## src/hw/demux_pkg.sv

```systemverilog
// ~~~~~~~~~~~~~~~~~~~~~~~~~~~~
// memory subsystem shared types
// ~~~~~~~~~~~~~~~~~~~~~~~~~~~~

package demux_pkg;

  // byte address of a core request
  typedef logic [31:0] addr_t;

  // one data word
  typedef logic [31:0] data_t;

  // one enable bit per byte of data_t
  typedef logic [3:0] be_t;

  // bank number, so at most 4 banks
  typedef logic [1:0] bank_idx_t;

  // core request, broadcast unchanged to every bank
  typedef struct packed {
    addr_t addr;
    logic  write;
    data_t wdata;
    be_t   be;
  } req_t;

  // read response, writes return nothing
  typedef struct packed {
    data_t rdata;
  } resp_t;

  // a rule hits when (addr & mask) == value
  typedef struct packed {
    addr_t     value;
    addr_t     mask;
    bank_idx_t bank_idx;
  } address_map_t;

endpackage
```

## src/hw/addr_demux.sv

```systemverilog
// ~~~~~~~~~~~~~~~~~~~~~~~~~~~~
// address demux that routes to banks
// and returns reads in order
// ~~~~~~~~~~~~~~~~~~~~~~~~~~~~

`timescale 1ns/1ns

module addr_demux
  import demux_pkg::*;
#(
  parameter int unsigned NrBanks             = 4,
  parameter int unsigned NumRules            = 4,
  parameter int unsigned MaxOutstandingReads = 2
) (
  input  logic                        clk_i,
  input  logic                        reset_i,
  input  address_map_t [NumRules-1:0] address_map_i,
  // core side
  input  req_t                        req_i,
  input  logic                        req_valid_i,
  output logic                        req_ready_o,
  output resp_t                       resp_o,
  output logic                        resp_valid_o,
  input  logic                        resp_ready_i,
  // bank side
  output req_t                        bank_req_o,
  output logic         [NrBanks-1:0]  bank_req_valid_o,
  input  logic         [NrBanks-1:0]  bank_req_ready_i,
  input  resp_t        [NrBanks-1:0]  bank_resp_i,
  input  logic         [NrBanks-1:0]  bank_resp_valid_i,
  output logic         [NrBanks-1:0]  bank_resp_ready_o
);

  bank_idx_t          bank_sel;
  logic [NrBanks-1:0] bank_onehot;
  logic [NrBanks-1:0] id_head;
  logic [NrBanks-1:0] head_sel;
  logic               id_full;
  logic               id_empty;
  logic               read_ok;
  logic               push_id;
  logic               pop_id;

  addr_decoder #(
    .NumRules (NumRules)
  ) i_addr_decoder (
    .address_map_i (address_map_i),
    .addr_i        (req_i.addr),
    .bank_sel_o    (bank_sel)
  );

  // select outside the bank range leaves every valid low
  always_comb begin
    for (int i = 0; i < NrBanks; i++) begin
      bank_onehot[i] = (bank_sel == bank_idx_t'(i));
    end
  end

  // reads need a free slot in the id fifo but writes never wait on it
  assign read_ok = req_i.write | ~id_full;

  assign bank_req_o       = req_i;
  assign bank_req_valid_o = bank_onehot & {NrBanks{req_valid_i & read_ok}};
  assign req_ready_o      = read_ok & |(bank_onehot & bank_req_ready_i);

  assign push_id = req_valid_i & req_ready_o & ~req_i.write;
  assign pop_id  = resp_valid_o & resp_ready_i;

  id_fifo #(
    .Depth (MaxOutstandingReads),
    .Width (NrBanks)
  ) i_id_fifo (
    .clk_i   (clk_i),
    .reset_i (reset_i),
    .push_i  (push_id),
    .pop_i   (pop_id),
    .data_i  (bank_onehot),
    .data_o  (id_head),
    .full_o  (id_full),
    .empty_o (id_empty)
  );

  // mask the head while empty since fifo storage is not reset
  assign head_sel = id_empty ? '0 : id_head;

  // only the bank that owes the oldest read is visible
  always_comb begin
    resp_o       = '0;
    resp_valid_o = 1'b0;
    for (int i = 0; i < NrBanks; i++) begin
      if (head_sel[i]) begin
        resp_o       = bank_resp_i[i];
        resp_valid_o = bank_resp_valid_i[i];
      end
    end
  end

  assign bank_resp_ready_o = head_sel & {NrBanks{resp_ready_i}};

  // the bank takes an accepted request in the same cycle
  assert property (@(posedge clk_i) disable iff (reset_i)
    (req_valid_i && req_ready_o) |-> |(bank_req_valid_o & bank_req_ready_i))
    else $error("accepted request not taken by any bank");

  assert property (@(posedge clk_i) disable iff (reset_i) push_id |-> !id_full)
    else $error("id fifo push while full");

  // an accepted write leaves the fifo occupancy alone
  assert property (@(posedge clk_i) disable iff (reset_i)
    (req_valid_i && req_ready_o && req_i.write && !pop_id)
      |=> ($stable(id_full) && $stable(id_empty)))
    else $error("id fifo occupancy changed by a write");

  assert property (@(posedge clk_i) disable iff (reset_i) pop_id |-> !id_empty)
    else $error("id fifo pop while empty");

endmodule

```

## src/hw/addr_decoder.sv

```systemverilog
// ~~~~~~~~~~~~~~~~~~~~~~~~~~~~
// address rule table decoder
// ~~~~~~~~~~~~~~~~~~~~~~~~~~~~

`timescale 1ns/1ns

module addr_decoder
  import demux_pkg::*;
#(
  parameter int unsigned NumRules = 4
) (
  input  address_map_t [NumRules-1:0] address_map_i,
  input  addr_t                       addr_i,
  output bank_idx_t                   bank_sel_o
);

  logic [NumRules-1:0] addr_match;

  // one compare per rule
  always_comb begin
    for (int i = 0; i < NumRules; i++) begin
      addr_match[i] = ((addr_i & address_map_i[i].mask) == address_map_i[i].value);
    end
  end

  // walk from the top down so the lowest matching rule wins,
  // rule 0 is the fallback when nothing matches
  always_comb begin
    bank_sel_o = address_map_i[0].bank_idx;
    for (int i = NumRules - 1; i >= 0; i--) begin
      if (addr_match[i]) begin
        bank_sel_o = address_map_i[i].bank_idx;
      end
    end
  end

endmodule

```

## src/hw/id_fifo.sv

```systemverilog
// ~~~~~~~~~~~~~~~~~~~~~~~~~~~~
// id fifo, bank select per
// outstanding read
// ~~~~~~~~~~~~~~~~~~~~~~~~~~~~

`timescale 1ns/1ns

module id_fifo #(
  parameter int unsigned Depth = 2,
  parameter int unsigned Width = 4
) (
  input  logic             clk_i,
  input  logic             reset_i,
  input  logic             push_i,
  input  logic             pop_i,
  input  logic [Width-1:0] data_i,
  output logic [Width-1:0] data_o,
  output logic             full_o,
  output logic             empty_o
);

  // a depth of one still needs a one-bit pointer
  localparam int unsigned PtrW = (Depth > 1) ? $clog2(Depth) : 1;
  localparam int unsigned CntW = $clog2(Depth + 1);

  logic [Width-1:0] mem_q [Depth];
  logic [PtrW-1:0]  wr_ptr_q;
  logic [PtrW-1:0]  rd_ptr_q;
  logic [CntW-1:0]  count_q;

  assign full_o  = (count_q == CntW'(Depth));
  assign empty_o = (count_q == '0);
  assign data_o  = mem_q[rd_ptr_q];

  always_ff @(posedge clk_i) begin
    if (reset_i) begin
      wr_ptr_q <= '0;
      rd_ptr_q <= '0;
      count_q  <= '0;
    end else begin
      if (push_i) begin
        wr_ptr_q <= (wr_ptr_q == PtrW'(Depth - 1)) ? '0 : wr_ptr_q + 1'b1;
      end
      if (pop_i) begin
        rd_ptr_q <= (rd_ptr_q == PtrW'(Depth - 1)) ? '0 : rd_ptr_q + 1'b1;
      end
      // simultaneous push and pop keeps the count
      case ({push_i, pop_i})
        2'b10:   count_q <= count_q + 1'b1;
        2'b01:   count_q <= count_q - 1'b1;
        default: count_q <= count_q;
      endcase
    end
  end

  // storage only
  always_ff @(posedge clk_i) begin
    if (push_i) begin
      mem_q[wr_ptr_q] <= data_i;
    end
  end

  // a push into a full fifo is only legal together with a pop
  assert property (@(posedge clk_i) disable iff (reset_i)
    !(push_i && full_o && !pop_i) && !(pop_i && empty_o))
    else $error("id_fifo overflow or underflow");

endmodule

```

## config.mk

```make
export PLATFORM = sky130hd
export DESIGN_NAME = addr_demux
export DESIGN_NICKNAME = d
export VERILOG_FILES = /design/src/hw/demux_pkg.sv /design/src/hw/addr_demux.sv /design/src/hw/addr_decoder.sv /design/src/hw/id_fifo.sv
export SDC_FILE = /design/constraint.sdc
export NUM_CORES = 1
export LEC_CHECK = 0
export BUFFER_PORTS_ARGS = -buffer_cell sky130_fd_sc_hd__buf_4
export CAP_MARGIN = 20
export CORE_AREA = 4 4 223 225
export CTS_BUF_LIST = sky130_fd_sc_hd__clkbuf_8
export CTS_CLUSTER_SIZE = 16
export DETAILED_ROUTE_END_ITERATION = 12
export DIE_AREA = 0 0 227 229
export PLACE_DENSITY = 0.43
export SYNTH_ARGS = -nofsm -noshare
export SYNTH_HDL_FRONTEND = slang
export SYNTH_SLANG_ARGS = --single-unit
export TNS_END_PERCENT = 100
```

## constraint.sdc

```tcl
create_clock -name clk_i -period 4.8 [get_ports clk_i]
set_input_delay 1.44 -clock clk_i [delete_from_list [all_inputs] [get_ports clk_i]]
set_output_delay 1.44 -clock clk_i [all_outputs]
set_load 0.005 [all_outputs]
```

# ---- After elaboration in Yosys (flattened, before gate mapping)
# Memories as Yosys holds them, arrays and structs flattened. A register that Yosys moved wholly into a read port is not among the register bits.
# Cells that the tools add are included.
dict set report totals {
  reg_bits 4
  ramBits 8
  in_bits 473
  output_inout_bits 111
  wordCells 57
  memories 1
}
dict set report classes {
  add_sub_neg 4
  n_eq_ne 10
  n_mux 20
  bitwise_logic 15
  n_reduce_logical 4
}
# name words width rd rd_ports_with_merged_regs wr line
set memory_table {}
lappend memory_table {i_id_fifo.mem_q 2 4 1 1 1 id_fifo.sv:26} ;# logic [Width-1:0] mem_q [Depth];
# op count
set op_table {}
lappend op_table {{bitwise AND 32 bit} 4}
lappend op_table {{== test 32 bit} 4}
lappend op_table {{2-to-1 mux 32 bit} 4}
lappend op_table {{bitwise AND 4 bit} 3}
lappend op_table {{2-to-1 mux 1 bit} 10}
lappend op_table {{== test 2 bit (second input constant)} 4}
lappend op_table {{2-to-1 mux 2 bit} 4}
lappend op_table {{bitwise AND 1 bit} 5}
lappend op_table {{== test 2 x 1 -> 1 bit (second input constant)} 2}
lappend op_table {{zero test 2 bit} 2}
lappend op_table {{2-to-1 mux 4 bit} 1}
lappend op_table {{one-hot mux 2 bit (2 select lines)} 1}
lappend op_table {{OR reduction 4 bit} 1}
lappend op_table {{adder 1 bit (second input constant)} 2}
lappend op_table {{adder 2 x 1 -> 2 bit (second input constant)} 1}
lappend op_table {{NOT 1 bit} 2}
lappend op_table {{nonzero test 2 bit} 1}
lappend op_table {{subtractor 2 x 1 -> 2 bit (second input constant)} 1}
lappend op_table {{OR 1 bit} 1}

# ---- Longest topological paths before layout
dict set report logic_depth {
  depth_word 14
  depth_mapped 14
  ltp_nobuf 13
}

# ---- By module
# A second synthesis with hierarchy kept.
dict set report hier_totals {
  hier_cells 626
  hier_area_um2 4574.4
}
# mod instances cells_per_inst area_per_inst_um2 seq_area_each_um2
set by_module_without_submodules {}
lappend by_module_without_submodules {addr_decoder 1 344 2309.7 0.0}
lappend by_module_without_submodules {addr_demux 1 248 1774.2 0.0}
lappend by_module_without_submodules {id_fifo 1 34 490.5 340.3}

# ---- Least setup slack after synthesis
# Ideal clock, no wire load.
dict set report synth_path {
  kind {input to output}
  start {input port req_i[51] (netlist bit)}
  end {output port req_ready_o}
  t_arrival_ns 3.324
  required_ns 3.360
  setup_slack_ns 0.036
  cell_stages 10
  path_buffers 1
  cell_sequence {buf_2 a21o_1 a211oi_1 nand4_1 nor4_4 mux2_1 mux2i_1 a21o_1 a211o_1 nor3b_1}
}
dict set report synth_via {
  elab_chain_len 10
  word_cells_on_any_way 19
  classes_between {eq/ne (7); mux (4); bitwise (6); reduce/logical (2)}
}
# item line
set synth_lines {}
lappend synth_lines {{from (decl)} addr_demux.sv:19} ;# input req_t req_i,
lappend synth_lines {{bitwise AND 32 bit} addr_decoder.sv:22} ;# addr_match[i] = ((addr_i & address_map_i[i].mask) == address_map_i[i].value);
lappend synth_lines {{== test 32 bit} addr_decoder.sv:22}
lappend synth_lines {{2-to-1 mux 2 bit (3 in a row)} addr_decoder.sv:31} ;# if (addr_match[i]) begin
lappend synth_lines {{2-to-1 mux 2 bit (*)} addr_decoder.sv:31}
lappend synth_lines {{== test 2 x 1 -> 1 bit (tied with other cells)} addr_demux.sv:55} ;# bank_onehot[i] = (bank_sel == bank_idx_t'(i));
lappend synth_lines {{bitwise AND 4 bit (*)} addr_demux.sv:64} ;# assign req_ready_o = read_ok & |(bank_onehot & bank_req_ready_i);
lappend synth_lines {{OR reduction 4 bit (*)} addr_demux.sv:64}
lappend synth_lines {{bitwise AND 1 bit (*)} addr_demux.sv:64}
lappend synth_lines {{to (decl)} addr_demux.sv:21} ;# output logic req_ready_o,
# Mark *: on every way between the ends. The rest lies on a longest branch, timed or not.

# ---- Worst setup path after layout
dict set report layout_path {
  start {input port req_i[37] (netlist bit)}
  end {output port req_ready_o}
}
# Same word-level chain as after synthesis.

==> impl_metrics.csv <==
group,metric,value,unit
global_routing,grt_max_degree,34,
place,gp_congestion,0.807,
final_layout,syn_to_final_growth,110,%
synthesis,syn-cell-area,4600,sq um
routing,wl,37.5,mm
final_layout,fin_util,20.3,%
routing,antenna_left,0,
clock_network,cts_max_level,1,
place,dp_hpwl,34.2,mm
synthesis,synth_top_area_cell,"buf_4",
worst_setup_path,cp-end-kind,"output port",
synthesis,ys_seq_area_share,7.40,%
synthesis,ys_ff_latch,13,
floorplanning,io_pins,584,
clock_network,cts.path.max_buffers,2,
synthesis,ys_top_cells_by_count,"buf_4, a21oi_1, nand2_1, o21ai_0, and3_1",
global_routing,antenna_found_initial,11,
timing,fmax,184,MHz
global_routing,grt_use_total,13.2,%
pwr,leakagePower,4.97,nW
routing,via_per_inst,4.08,
worst_setup_path,path_class,"in -> out",
synthesis,synthFlopType,"edfxtp_1",
worst_setup_path,slowest_stage,"o221a_1",
final_layout,final_nets,1660,
worst_setup_path,crit_required,3.36,ns
final_layout,drive_above_1_share,55.4,%
place,dp_slack,-0.851,ns
floorplanning,die_w,227,microns
worst_setup_path,crit_fanout,5,
routing,detail_route.first_pass.iterations,4,
timing,worst_pin_slew,0.624,ns
synthesis,syn_avg_cell_area,6.81,sq um
timing,setup_violations,5,
clock_network,cts_buffers,3,
floorplanning,initial_core_util,9.67,%
pwr,ir_drop,0.000132,V
clock_network,cts_sinks,13,
routing,vias,7358,
worst_setup_path,cp_cell_sequence,"buf_4, buf_4, and3_1, o22a_1, nand4_1, buf_4, nor4_4, buf_4, buf_4, a211oi_2, o21ai_2, and2_4, o221a_1, nor3b_4, buf_4",
synthesis,syn_inst,675,
global_routing,grt_pass1_wl,50.8,mm
synthesis,synth_nets,1149,
worst_setup_path,critPathMostFrequentCell,"buf_4",
synthesis,yosys.area_share.simple,32.0,%
routing,drc,0,
clock_network,cts_root_buf,"clkbuf_8",
hold_path,hp-class,"reg -> reg",
synthesis,synth_cell_types,47,
routing,routedWlPerCell,20.8,microns
timing,rsz0062_at_grt,"yes",
floorplanning,dieArea,52000,sq um
global_routing,grt_pass1_vias,7787,
outcome,violations,"negative setup slack",
synthesis,synth_edf_count,8,
timing,setup_slack,-0.630,ns
floorplanning,die_h,229,microns
routing,drtIter0Drc,189,
timing,finalClockSkew,0.00774,ns
timing,period_minus_slack,5.43,ns
synthesis,yosys_warnings,0,
synthesis,synth_top_area_share,11.3,%
flow_run,max_cap_violations,0,
synthesis,async_reset_ff_share,0,%
place,io_buffers,511,
synthesis,synth_compound_area_share,44.1,%
clock_network,clkLatencyLatePin,0.24,ns
synthesis,yosysMostFrequentCell,"buf_4",
pwr,power.density,212,nW/um^2
synthesis,synth_top_family_by_area,"compound AO/OA/AOI/OAI gates",
synthesis,synthTopCellsByArea,"buf_4, and3_1, a21oi_1",
synthesis,synth_mux_area_share,2.01,%
floorplanning,rows,80,
synthesis,synth_xor_area_share,0.572,%
floorplanning,coreArea,47500,sq um
synthesis,synth-adder-area-share,0.272,%
clock_network,clkTransAtPathRegs,0.06,ns
timing,max-slew-margin-rel,58.3,%
timing,min_period_over_period,113,%
global_routing,gr-total-overflow,0,
clock_network,cts_tree,"built",
worst_setup_path,worstSetupStartpointType,"input pin",
outcome,status,"finished, violations left",
worst_setup_path,cp.arrival,3.99,ns
timing,finalMaxSlewViolations,0,
timing,hold_violations,0,
worst_setup_path,cpPeakStageDelay,0.30,ns
==> layout by cell type (no fill, tap or decap), types with 3 or more instances in the layout <==
cell type	synthesis	final
and3b_1	32	32
o22a_1	32	30
nand3_1	32	28
and3_1	61	60
a211oi_1	28	16
nor4_4	4	4
and3_2	5	5
a21boi_0	30	28
buf_6	0	16
buf_4	69	574
mux2_4	2	3
mux2i_1	4	3
buf_12	0	5
dfxtp_1	5	5
nand3_2	0	3
nand2_1	67	67
a21o_1	31	31
nor3_1	6	3
nor2_1	17	15
inv_1	7	8
o21ai_0	66	65
diode_2	0	5
a22oi_1	33	33
clkbuf_8	0	3
nand4_1	14	14
a21oi_1	68	67
a21boi_1	3	5
edfxtp_1	8	8
a211oi_2	6	17
==> where the power goes <==
part	switching, mW	internal (mW)	total, mW
combinational	0.897	0.897	1.79
sequential	0.0219	0.135	0.157
clock	0.0372	0.0563	0.0935
==> routing by layer <==
layer | vias to the layer above | global-route usage [%] | part of all wire [%]
met5 | - | 0 | 0.18
met2 | 425 | 25.4 | 52
met1 | 3308 | 12.8 | 33
li1 | 3574 | - | -
met4 | 10 | 4.94 | 3.6
met3 | 41 | 4.69 | 10
==> through the flow <==
stage          setup TNS [ns]  cell area, sq um  total power [mW]  std cells  hold slack [ns]
6_report                -2.73              9640              2.04       1805            0.519
2_1_floorplan               0              4600             0.867        675            0.481
3_5_place_dp            -6.34              9260              1.96       1788            0.510
5_1_grt                 -3.82              9640              2.24       1805            0.569
4_1_cts                 -2.69              9530              2.09       1798            0.528
3_3_place_gp            -6.52              9260              1.96       1788            0.505
==> final timing paths <==
check                             from                    to  slack, ns  cells past startpoint
setup / recovery             req_i[37]           req_ready_o      -0.63                     15
hold / removal      i_id_fifo.rd_ptr_q    i_id_fifo.rd_ptr_q       0.52                      2
setup reg to reg  i_id_fifo.count_q[1]  i_id_fifo.count_q[1]       1.78                     11
hold reg to reg     i_id_fifo.rd_ptr_q    i_id_fifo.rd_ptr_q       0.52                      2
==> layout make-up <==
cell class	count	area [sq um]
Tap cell	615	769
Clock inverter	1	3.75
Inverter	7	26.3
Clock buffer	3	41.3
Antenna cell	5	12.5
Multi-Input combinational cell	564	3830
Timing Repair Buffer	597	4620
Fill cell	5425	37900
Sequential cell	13	340
==> state kept, by name, summed over array words and instances, names as in the netlist, named ones only <==
name                count
i_id_fifo.count_q       2
i_id_fifo.mem_q         8
i_id_fifo.rd_ptr_q      1
i_id_fifo.wr_ptr_q      1
==> cell families after synthesis <==
family / after synthesis
AOI/OAI and AO/OA: 304
xor gates and xnor gates: 3
adders and majority gates: 1
buffers and inverters: 98
DFF: 13
muxes: 8
and+or+nand+nor: 248
==> repair_timing <==
item                       CTS  global route
hold buffers                 0             0
pin swaps                   27            13
setup buffers                7             2
gates resized for setup     40            19
setup endpoints to repair    7            14
==> critical path: cells and delay by family <==
| family | cells | cell delay, ns |
|---|---|---|
| buf+inv | 6 | 0.90 |
| compound gates | 4 | 0.87 |
| simple gates | 5 | 0.78 |
No activity file was read; power rests on OpenSTA's default activity.
